--- config.mk ---
export PLATFORM = sky130hd
export DESIGN_NAME = pitch_core
export DESIGN_NICKNAME = d
export VERILOG_FILES = /design/src/pitch_pkg.sv /design/src/pitch_core.sv /design/src/frame_sequencer.sv /design/src/overlap_store.sv /design/src/frame_window.sv
export SDC_FILE = /design/constraint.sdc
export NUM_CORES = 2
export LEC_CHECK = 0
export BUFFER_PORTS_ARGS = -buffer_cell sky130_fd_sc_hd__buf_2
export CORE_UTILIZATION = 40
export CTS_CLUSTER_DIAMETER = 60
export CTS_CLUSTER_SIZE = 14
export DETAILED_ROUTE_END_ITERATION = 10
export PLACE_DENSITY_LB_ADDON = 0.1
export SYNTH_ARGS = -nofsm -noshare
export SYNTH_HDL_FRONTEND = slang
export SYNTH_HIERARCHICAL = 1
export SYNTH_SLANG_ARGS = --single-unit
--- constraint.sdc ---
create_clock -name i_clk -period 32.4 [get_ports i_clk]
set_input_delay 4.86 -clock i_clk [delete_from_list [all_inputs] [get_ports i_clk]]
set_output_delay 4.86 -clock i_clk [all_outputs]
set_load 0.05 [all_outputs]
--- src/pitch_pkg.sv ---
// Shared sizes, sequencer state type and triangular window weight
package pitch_pkg;

    // Memory geometry
    localparam int addr_width = 23;
    localparam int word_width = 32;
    localparam int sample_width = 16; // One channel, signed

    // Frame geometry
    localparam int window_size = 16;
    localparam int synth_hop = 8;     // Half of window_size
    localparam int index_width = 4;
    localparam int speed_width = 4;
    localparam int window_shift = 3;

    typedef enum logic [2:0] {
        idle,
        read_header,
        read_frame,
        write_half,
        flush,
        finish
    } job_state_t;

    // Triangular weight, rises 1..8 over the first half and falls 8..1 over the second
    function automatic logic [index_width:0] window_weight(
        input logic [index_width-1:0] k
    );
        logic [index_width:0] w;
        if (k[index_width-1]) begin
            w = {1'b1, {index_width{1'b0}}} - {1'b0, k}; // 16 - k
        end else begin
            w = {1'b0, k} + 1'b1;
        end
        return w;
    endfunction

endpackage
--- src/pitch_core.sv ---
// Overlap-add time-stretch core: sequencer, window stage and accumulation store
`timescale 1ns/1ps

module pitch_core (
    input  logic                             i_clk,
    input  logic                             i_rst,
    input  logic                             start,
    input  logic [pitch_pkg::addr_width-1:0]  src_base,
    input  logic [pitch_pkg::addr_width-1:0]  dst_base,
    input  logic [pitch_pkg::speed_width-1:0] speed,
    output logic                             done,
    output logic                             mem_read,
    output logic                             mem_write,
    output logic [pitch_pkg::addr_width-1:0]  mem_addr,
    output logic [pitch_pkg::word_width-1:0]  mem_writedata,
    input  logic [pitch_pkg::word_width-1:0]  mem_readdata,
    input  logic                             mem_finished
);
    logic                             win_valid;
    logic [pitch_pkg::index_width-1:0] win_index;
    logic [pitch_pkg::word_width-1:0]  win_word;
    logic                             acc_valid;
    logic [pitch_pkg::index_width-1:0] acc_index;
    logic [pitch_pkg::word_width-1:0]  acc_word;
    logic                             clear;
    logic                             shift;
    logic [pitch_pkg::index_width-1:0] rd_index;
    logic [pitch_pkg::word_width-1:0]  rd_word;

    frame_sequencer seq0 (
        .i_clk(i_clk), .i_rst(i_rst),
        .start(start), .src_base(src_base), .dst_base(dst_base), .speed(speed), .done(done),
        .mem_read(mem_read), .mem_write(mem_write), .mem_addr(mem_addr),
        .mem_writedata(mem_writedata), .mem_readdata(mem_readdata),
        .mem_finished(mem_finished),
        .win_valid(win_valid), .win_index(win_index), .win_word(win_word),
        .clear(clear), .shift(shift), .rd_index(rd_index), .rd_word(rd_word)
    );

    frame_window win0 (
        .i_clk(i_clk), .i_rst(i_rst),
        .win_valid(win_valid), .win_index(win_index), .win_word(win_word),
        .acc_valid(acc_valid), .acc_index(acc_index), .acc_word(acc_word)
    );

    overlap_store store0 (
        .i_clk(i_clk), .i_rst(i_rst),
        .clear(clear), .acc_valid(acc_valid), .acc_index(acc_index), .acc_word(acc_word),
        .shift(shift), .rd_index(rd_index), .rd_word(rd_word)
    );

endmodule

--- src/frame_sequencer.sv ---
// Job FSM: header read, frame reads, half writes, final flush and done strobe
`timescale 1ns/1ps

module frame_sequencer (
    input  logic                             i_clk,
    input  logic                             i_rst,
    input  logic                             start,
    input  logic [pitch_pkg::addr_width-1:0]  src_base,
    input  logic [pitch_pkg::addr_width-1:0]  dst_base,
    input  logic [pitch_pkg::speed_width-1:0] speed,
    output logic                             done,
    output logic                             mem_read,
    output logic                             mem_write,
    output logic [pitch_pkg::addr_width-1:0]  mem_addr,
    output logic [pitch_pkg::word_width-1:0]  mem_writedata,
    input  logic [pitch_pkg::word_width-1:0]  mem_readdata,
    input  logic                             mem_finished,
    output logic                             win_valid,
    output logic [pitch_pkg::index_width-1:0] win_index,
    output logic [pitch_pkg::word_width-1:0]  win_word,
    output logic                             clear,
    output logic                             shift,
    output logic [pitch_pkg::index_width-1:0] rd_index,
    input  logic [pitch_pkg::word_width-1:0]  rd_word
);
    pitch_pkg::job_state_t state;
    logic [pitch_pkg::index_width-1:0] word_cnt;
    logic last_word; // 16th read finished, window stage still busy
    logic [pitch_pkg::speed_width-1:0] speed_q;
    logic [pitch_pkg::addr_width-1:0] length, hdr_len;
    logic [pitch_pkg::addr_width-1:0] ana_off, ana_next, span;
    logic [pitch_pkg::addr_width-1:0] frame_ptr, out_addr, speed_ext;
    logic fin, raise_rd, raise_wr, half_end, more_frames;

    assign fin = (mem_read || mem_write) && mem_finished;
    assign hdr_len = mem_readdata[pitch_pkg::word_width-1 -: pitch_pkg::addr_width];
    assign speed_ext = {{(pitch_pkg::addr_width-pitch_pkg::speed_width){1'b0}}, speed_q};
    assign ana_next = ana_off + speed_ext;
    assign span = length - ana_next;
    // Next frame fits when at least window_size words remain
    assign more_frames = (ana_next <= length) && (|span[pitch_pkg::addr_width-1:pitch_pkg::index_width]);
    assign half_end = &word_cnt[pitch_pkg::index_width-2:0];
    assign raise_rd = (state == pitch_pkg::read_frame) && !mem_read && !last_word;
    assign raise_wr = (state == pitch_pkg::write_half || state == pitch_pkg::flush) && !mem_write;

    assign win_valid = (state == pitch_pkg::read_frame) && mem_read && mem_finished;
    assign win_index = word_cnt;
    assign win_word = mem_readdata;
    assign clear = (state == pitch_pkg::idle) && start;
    assign shift = (state == pitch_pkg::write_half) && fin && half_end;
    assign rd_index = word_cnt;
    assign done = (state == pitch_pkg::finish);

    always_ff @(posedge i_clk or posedge i_rst) begin
        if (i_rst) begin
            state <= pitch_pkg::idle;
            mem_read <= 1'b0;
            mem_write <= 1'b0;
            word_cnt <= '0;
            last_word <= 1'b0;
        end else begin
            case (state)
                pitch_pkg::idle: begin
                    if (start) begin
                        state <= pitch_pkg::read_header;
                        mem_read <= 1'b1;
                        word_cnt <= '0;
                        last_word <= 1'b0;
                    end
                end
                pitch_pkg::read_header: begin
                    if (fin) begin
                        mem_read <= 1'b0;
                        // Too short for one frame, only the zero tail goes out
                        if (|hdr_len[pitch_pkg::addr_width-1:pitch_pkg::index_width]) begin
                            state <= pitch_pkg::read_frame;
                        end else begin
                            state <= pitch_pkg::flush;
                        end
                    end
                end
                pitch_pkg::read_frame: begin
                    if (fin) begin
                        mem_read <= 1'b0;
                        word_cnt <= word_cnt + 1'b1;
                        if (&word_cnt) last_word <= 1'b1;
                    end else if (raise_rd) begin
                        mem_read <= 1'b1;
                    end else if (last_word) begin
                        last_word <= 1'b0; // Last weighted word has landed
                        state <= pitch_pkg::write_half;
                    end
                end
                pitch_pkg::write_half, pitch_pkg::flush: begin
                    if (fin) begin
                        mem_write <= 1'b0;
                        if (half_end) begin
                            word_cnt <= '0;
                            if (state == pitch_pkg::flush) begin
                                state <= pitch_pkg::finish;
                            end else if (more_frames) begin
                                state <= pitch_pkg::read_frame;
                            end else begin
                                state <= pitch_pkg::flush;
                            end
                        end else begin
                            word_cnt <= word_cnt + 1'b1;
                        end
                    end else if (raise_wr) begin
                        mem_write <= 1'b1;
                    end
                end
                pitch_pkg::finish: state <= pitch_pkg::idle;
                default: state <= pitch_pkg::idle;
            endcase
        end
    end

    // Addresses, write data and job parameters
    always_ff @(posedge i_clk) begin
        if (clear) begin
            mem_addr <= src_base; // Header word
            speed_q <= speed;
            out_addr <= dst_base;
            ana_off <= '0;
        end
        if (state == pitch_pkg::read_header && fin) begin
            length <= hdr_len;
            frame_ptr <= mem_addr + 1'b1;
        end
        if (raise_rd) mem_addr <= frame_ptr + {{(pitch_pkg::addr_width-pitch_pkg::index_width){1'b0}}, word_cnt};
        if (raise_wr) begin
            mem_addr <= out_addr;
            mem_writedata <= rd_word;
        end
        if (shift) begin
            ana_off <= ana_next;
            frame_ptr <= frame_ptr + speed_ext;
        end
        if (mem_write && fin) out_addr <= out_addr + 1'b1;
    end

    a_one_request: assert property (@(posedge i_clk) disable iff (i_rst)
        !(mem_read && mem_write));

    // Request held unchanged until finished
    a_req_stable: assert property (@(posedge i_clk) disable iff (i_rst)
        ((mem_read || mem_write) && !mem_finished) |=>
            ($stable(mem_read) && $stable(mem_write) && $stable(mem_addr)
             && $stable(mem_writedata)));

    a_speed_nonzero: assert property (@(posedge i_clk) disable iff (i_rst)
        (state == pitch_pkg::idle && start) |-> (speed != '0));

endmodule

--- src/overlap_store.sv ---
// Overlap-add accumulation store of one frame, shifted by half a frame per hop
`timescale 1ns/1ps

module overlap_store (
    input  logic                             i_clk,
    input  logic                             i_rst,
    input  logic                             clear,
    input  logic                             acc_valid,
    input  logic [pitch_pkg::index_width-1:0] acc_index,
    input  logic [pitch_pkg::word_width-1:0]  acc_word,
    input  logic                             shift,
    input  logic [pitch_pkg::index_width-1:0] rd_index,
    output logic [pitch_pkg::word_width-1:0]  rd_word
);
    logic [pitch_pkg::word_width-1:0] entry [pitch_pkg::window_size];

    always_ff @(posedge i_clk or posedge i_rst) begin
        if (i_rst) begin
            for (int i = 0; i < pitch_pkg::window_size; i++) begin
                entry[i] <= '0;
            end
        end else if (clear) begin
            for (int i = 0; i < pitch_pkg::window_size; i++) begin
                entry[i] <= '0;
            end
        end else if (shift) begin
            // Upper half becomes the overlap for the next frame
            for (int i = 0; i < pitch_pkg::synth_hop; i++) begin
                entry[i] <= entry[i+pitch_pkg::synth_hop];
                entry[i+pitch_pkg::synth_hop] <= '0;
            end
        end else if (acc_valid) begin
            // Per channel add, wraps at sample width
            for (int c = 0; c < pitch_pkg::word_width / pitch_pkg::sample_width; c++) begin
                entry[acc_index][c*pitch_pkg::sample_width +: pitch_pkg::sample_width] <=
                    entry[acc_index][c*pitch_pkg::sample_width +: pitch_pkg::sample_width]
                    + acc_word[c*pitch_pkg::sample_width +: pitch_pkg::sample_width];
            end
        end
    end

    assign rd_word = entry[rd_index];

    // Sequencer only shifts once the window stage has drained
    a_shift_idle: assert property (@(posedge i_clk) disable iff (i_rst)
        !(shift && acc_valid));

endmodule

--- src/frame_window.sv ---
// Triangular window stage, both channels of one word, one cycle latency
`timescale 1ns/1ps

module frame_window (
    input  logic                             i_clk,
    input  logic                             i_rst,
    input  logic                             win_valid,
    input  logic [pitch_pkg::index_width-1:0] win_index,
    input  logic [pitch_pkg::word_width-1:0]  win_word,
    output logic                             acc_valid,
    output logic [pitch_pkg::index_width-1:0] acc_index,
    output logic [pitch_pkg::word_width-1:0]  acc_word
);
    logic [pitch_pkg::index_width:0] weight;
    logic [pitch_pkg::word_width-1:0] weighted;

    assign weight = pitch_pkg::window_weight(win_index);

    // Left in the upper half, right in the lower half
    for (genvar ch = 0; ch < pitch_pkg::word_width / pitch_pkg::sample_width; ch++) begin : g_chan
        logic signed [pitch_pkg::sample_width-1:0] sample;
        logic signed [pitch_pkg::sample_width+pitch_pkg::index_width+1:0] prod;
        logic signed [pitch_pkg::sample_width+pitch_pkg::index_width+1:0] scaled;

        assign sample = win_word[ch*pitch_pkg::sample_width +: pitch_pkg::sample_width];
        assign prod = sample * $signed({1'b0, weight});
        assign scaled = prod >>> pitch_pkg::window_shift;
        assign weighted[ch*pitch_pkg::sample_width +: pitch_pkg::sample_width] =
            scaled[pitch_pkg::sample_width-1:0]; // Truncate to sample width
    end

    always_ff @(posedge i_clk or posedge i_rst) begin
        if (i_rst) acc_valid <= 1'b0;
        else acc_valid <= win_valid;
    end

    always_ff @(posedge i_clk) begin
        if (win_valid) begin
            acc_index <= win_index;
            acc_word <= weighted;
        end
    end

endmodule

Word level (Yosys, flattened, before mapping)
Index checks and enable logic that the tools add are counted.
{"block": "totals", "reg_bits": 710, "latch_bits": 0, "ram_bits": 0, "rom_bits": 0, "inputBits": 86, "output_inout_bits": 58, "elab_cells": 157, "memories": 0}
{"block": "op_classes", "addsub": 11, "multipliers": 2, "div": 0, "magnitude_cmp": 4, "n_eq_ne": 16, "n_shift": 0, "n_mux": 53, "bitwise_logic": 2, "reduce_logical": 38}
{"cell": "two-way mux 512 bit", "n": 3}
{"cell": "bitwise mux 512 bit", "n": 2}
{"cell": "binary-select mux 32 bit (select 4 bit)", "n": 2}
{"cell": "demux 32 bit (select 4 bit)", "n": 2}
{"cell": "two-way mux 23 bit", "n": 9}
{"cell": "two-way mux 32 bit", "n": 5}
{"cell": "adder 23 x 4 -> 23 bit", "n": 3}
{"cell": "adder 23 x 1 -> 23 bit, second input constant", "n": 2}
{"cell": "multiplier 16 x 6 -> 19 bit", "n": 2}
{"cell": "OR reduction 19 bit", "n": 2}
{"cell": "adder 16 bit", "n": 2}
{"cell": "two-way mux 3 bit", "n": 10}
{"cell": "<= comparator 23 bit", "n": 1}
{"cell": "subtractor 23 bit", "n": 1}
{"cell": "two-way mux 16 bit", "n": 1}
{"cell": "two-way mux 4 bit", "n": 4}
{"cell": "AND reduction 4 bit", "n": 4}
{"cell": "logical AND 1 bit", "n": 13}
{"cell": "one-hot mux 3 bit (4 select lines)", "n": 1}
{"cell": "one-hot mux 4 bit (3 select lines)", "n": 1}
{"cell": "nonzero test 3 bit", "n": 4}
{"cell": ">= comparator 5 bit, second input constant", "n": 2}
{"cell": "two-way mux 1 bit", "n": 10}
{"cell": "inequality test 2 x 1 -> 1 bit, second input constant", "n": 5}
{"cell": "other kinds (23)", "n": 35}

Longest topological paths before layout
{"block": "logic_depth", "ltp_word": 10, "mapped_depth": 21, "depth_no_buf": 20}

Hierarchy
Netlist, hierarchy kept.
{"mod": "overlap_store", "n_inst": 1, "cells_each": 2389, "area_each_um2": 28961.5, "seq_area_each_um2": 12812.3}
{"mod": "frame_sequencer", "n_inst": 1, "cells_each": 1004, "area_each_um2": 9889.5, "seq_area_each_um2": 4784.6}
{"mod": "frame_window", "n_inst": 1, "cells_each": 629, "area_each_um2": 6057.1, "seq_area_each_um2": 1106.1}

Least setup slack after synthesis
OpenSTA, ideal clock, no wires.
{"block": "synth_timing", "path_type": "input to register", "from": "in mem_finished", "to": "reg store0/entry[439] in the netlist's numbering", "setup_ns": 0.084, "t_arrival_ns": 8.301, "t_required_ns": 32.316, "slack_ns": 24.015, "cell_stages": 15, "n_path_buf": 6, "path_cell_list": "o21ai_1 nand3_1 a32oi_1 and2_1 nand2_1 clkinv_1 clkbuf_1 clkbuf_1 buf_2 nor2b_1 clkbuf_1 clkbuf_1 clkbuf_1 a22oi_1 o21ai_0"}
{"block": "synth_between", "elab_chain_cells": 5, "word_cells_on_any_way": 6, "classes_between": "2 x mux; 4 x reduce/logical"}
{"element": "start: declaration", "line_no": "pitch_core.sv:17", "text": "input logic mem_finished"}
{"element": "logical AND 1 bit *", "line_no": "frame_sequencer.sv:35", "text": "assign fin = (mem_read || mem_write) && mem_finished;"}
{"element": "logical AND 1 bit * (2 in series)", "line_no": "frame_sequencer.sv:50", "text": "assign shift = (state == pitch_pkg::write_half) && fin && half_end;"}
{"element": "via shift", "line_no": "pitch_core.sv:26", "text": "logic shift;"}
{"element": "two-way mux 512 bit", "line_no": "overlap_store.sv:26", "text": "end else if (shift) begin"}
{"element": "two-way mux 512 bit", "line_no": "overlap_store.sv:22", "text": "end else if (clear) begin"}
{"element": "end signal: indexed assignment", "line_no": "overlap_store.sv:29", "text": "entry[i] <= entry[i+pitch_pkg::synth_hop];"}
{"element": "end signal: indexed assignment", "line_no": "overlap_store.sv:35", "text": "entry[acc_index][c*pitch_pkg::sample_width +: pitch_pkg::sample_width] <="}
{"element": "end: declaration", "line_no": "overlap_store.sv:15", "text": "logic [pitch_pkg::word_width-1:0] entry [pitch_pkg::window_size];"}
Mark *: on every way through the listed nets, which the timed path passes. The rest lies on a longest branch.
A chain may end at the register's enable or synchronous reset.

Final worst setup path
{"block": "layout_timing", "from": "in mem_finished", "to": "reg store0/entry[361] in the netlist's numbering"}
Same word-level chain as after synthesis.

==> impl_metrics.json <==
{
  "drt_iter0_drc": 3200,
  "gp_congestion": 0.852,
  "synth-simple-area-share_pct": 10.2,
  "totalWireLength_mm": 153,
  "ys_ff_latch": 710,
  "cts_setup_buffers": 0,
  "hold_viol": 0,
  "wl_per_cell_microns": 27.3,
  "dp.final_hpwl_mm": 99.2,
  "drive_gt1_share_pct": 19.3,
  "tns_ns": 0,
  "track_usage_pct": 27.2,
  "numCtsBuffers": 84,
  "worst_slew_pin_slew_ns": 1.27,
  "clk_path_buf_depth": 3,
  "nets": 4353,
  "whs_path_depth": 2,
  "fp-row-count": 122,
  "yosysUniqueCellTypes": 97,
  "ys.flop_type": "dfrtp_1",
  "ys_top_cells_by_area": "dfrtp_1 (29%), mux4_2 (16%), edfxtp_1 (13%)",
  "grt_pass1_wl_mm": 229,
  "synth_top_family_by_area": "multiplexers",
  "portBuffers": 143,
  "r2r_setup_slack_ns": 26.37,
  "h-tree-depth": 3,
  "grt_antenna_before_repair": 8,
  "fill_cells": 10500,
  "start_util_pct": 40.5,
  "r2r-start": "win0/acc_index[1]",
  "hold_path_class": "register to register",
  "layout_commonest_cell": "dfrtp_1",
  "die_x_microns": 337,
  "critical_path_required_ns": 32.97,
  "synthXorXnorAreaFrac_pct": 3.46,
  "cp-end-kind": "register",
  "slew_violations": 0,
  "overflow": 0,
  "num_io_pins": 144,
  "startpoint_type": "primary input",
  "via_count": 34100,
  "core_region_area_sq_um": 111000,
  "yosysTopAreaCellShare_pct": 29.1,
  "cp_max_fo": 57,
  "hold_buffers": 0,
  "fin_skew_ns": 0.0517,
  "routed_via_density": 6.08,
  "setup_viol": 0,
  "muxShareOfSynthArea_pct": 16.2,
  "antenna_left": 0,
  "cts_tree": "built",
  "post_cts_resized": 0,
  "arrival_ns": 9.91,
  "path_class": "primary input to register",
  "first_pass_iters": 7,
  "r2r_end": "store0/entry[430]",
  "drc": 0,
  "clk_pin_slew_ns": 0.07,
  "synthAdderAreaFrac_pct": 7.91,
  "status": "complete, no violations",
  "rsz0062_at_grt": "no",
  "die_h_microns": 337,
  "whs_ns": 0.503,
  "ys_seq_area_share_pct": 41.6,
  "yosysTopAreaCell": "dfrtp_1",
  "ys_warn_count": 6,
  "netlist_area_sq_um": 44900,
  "max_freq_mhz": 107,
  "syn_area_per_cell_sq_um": 11.2,
  "cts_root_buf": "clkbuf_16",
  "syn_inst": 4022,
  "synth_compound_area_share_pct": 15.8,
  "synthToLayoutAreaGrowth_pct": 11.3,
  "cts.sinks": 710,
  "synth_edf_count": 187,
  "fin_crit_sh_pct": 28.8,
  "worstHoldStart": "store0/entry[417]",
  "grt_pass1_vias": 33800,
  "fin_crit_ns": 9.34,
  "layout_common_cells": "dfrtp_1 (519), o21ai_0 (450), nand2_1 (441)",
  "hold_end": "store0/entry[417]",
  "insertion_delay_ns": 0.69,
  "async_flop_share_pct": 73.7,
  "drv_cap": 0,
  "r2r_cells": 12,
  "grt_start_max_net_pins": 103,
  "maxSlewHeadroom_pct": 15.3,
  "die_area_sq_um": 114000
}
## cell type report
class / instances / area [sq um] / share of cell area [%]
Clock inverter: 59 / 644 / 1.29
Sequential cell: 710 / 18700 / 37.4
Antenna cell: 7 / 17.5 / 0.0350
Tap cell: 1488 / 1860 / 3.73
Clock buffer: 95 / 2200 / 4.39
Timing Repair Buffer: 230 / 1390 / 2.79
Inverter: 180 / 688 / 1.38
Multi-Input combinational cell: 2833 / 24500 / 48.9
## cells by family after synthesis
| group | Yosys count |
|---|---|
| buf+inv | 506 |
| mux | 330 |
| simple gates | 969 |
| compound gates | 1103 |
| xor+xnor | 175 |
| flops | 710 |
| fa+ha+maj | 228 |
| other cells | 1 |
## per-stage QoR
step	instance area, sq um	setup WS, ns	std cells	utilization (%)
finish	50000	23.06	5602	45.0
floorplan	45000	13.24	4049	-
CTS	50000	23.19	5595	45.0
detailed placement	47100	22.46	5441	42.5
global route	50000	22.79	5596	45.0
global placement	47100	22.61	5441	42.5
## how the worst max path moves through the flow
stage,start,endpoint,cells after the start,slack [ns]
after CTS,mem_finished,store0/entry[361],15,23.19
final,mem_finished,store0/entry[361],15,23.06
after floorplan,i_rst,store0/entry[0],1,13.24
after global routing,mem_finished,store0/entry[361],15,22.79
after detailed placement,mem_finished,store0/entry[361],15,22.46
after global placement,mem_finished,store0/entry[361],15,22.61
## worst max-delay path, cell delays in order
cell and delay [ns]:
buf_2 0.13, o21ai_1 0.28, nand3_1 0.13, a32oi_1 0.38
and2_1 0.18, buf_4 0.33, nand2_1 0.12, buf_4 0.28
inv_6 0.21, buf_4 0.57, buf_4 0.67, nor2_1 0.28
nand3_1 1.00, nor2b_1 0.10, a221o_1 0.29
## state kept, by name (all words and copies together) (netlist names), 3 cells and up
register            cells
win0/acc_index          4
seq0/frame_ptr         23
seq0/state              3
win0/acc_word          32
seq0/speed_q            4
seq0/ana_off           23
store0/entry          512
seq0/mem_addr          23
seq0/mem_writedata     32
seq0/length            23
seq0/out_addr          23
seq0/rd_index           4
## cells in the mapped netlist (11+ instances only)
cell        n
a21o_1     23
a22o_1    132
and3_1     28
fa_1       93
inv_1     179
xor2_1     67
a22oi_1   205
buf_4      41
and2_1    100
nand2_1   441
a21oi_1   147
xnor2_1   105
mux4_2    317
nor2_1    158
o21ai_0   450
ha_1      135
buf_1      21
nand3_1    55
a222oi_1   13
o21ai_1    18
buf_2      25
edfxtp_1  187
o31ai_1    12
nand2b_1   17
nor4_1     11
dfrtp_1   523
nor2b_1    33
nor3_1     46
clkbuf_1  230
nand4_1    19
## routing by layer
metal  GRT usage [%]  wire, microns  vias up
met5               0             21        -
met4            7.49           3940        4
met3            4.15          10900      213
met2            42.2          70100     1238
met1            39.6          67800    17700
li1                -              -    14900
Power is left out: the tool's default activity adds up to more than one toggle a clock period on the data nets, which glitch-free logic cannot reach.
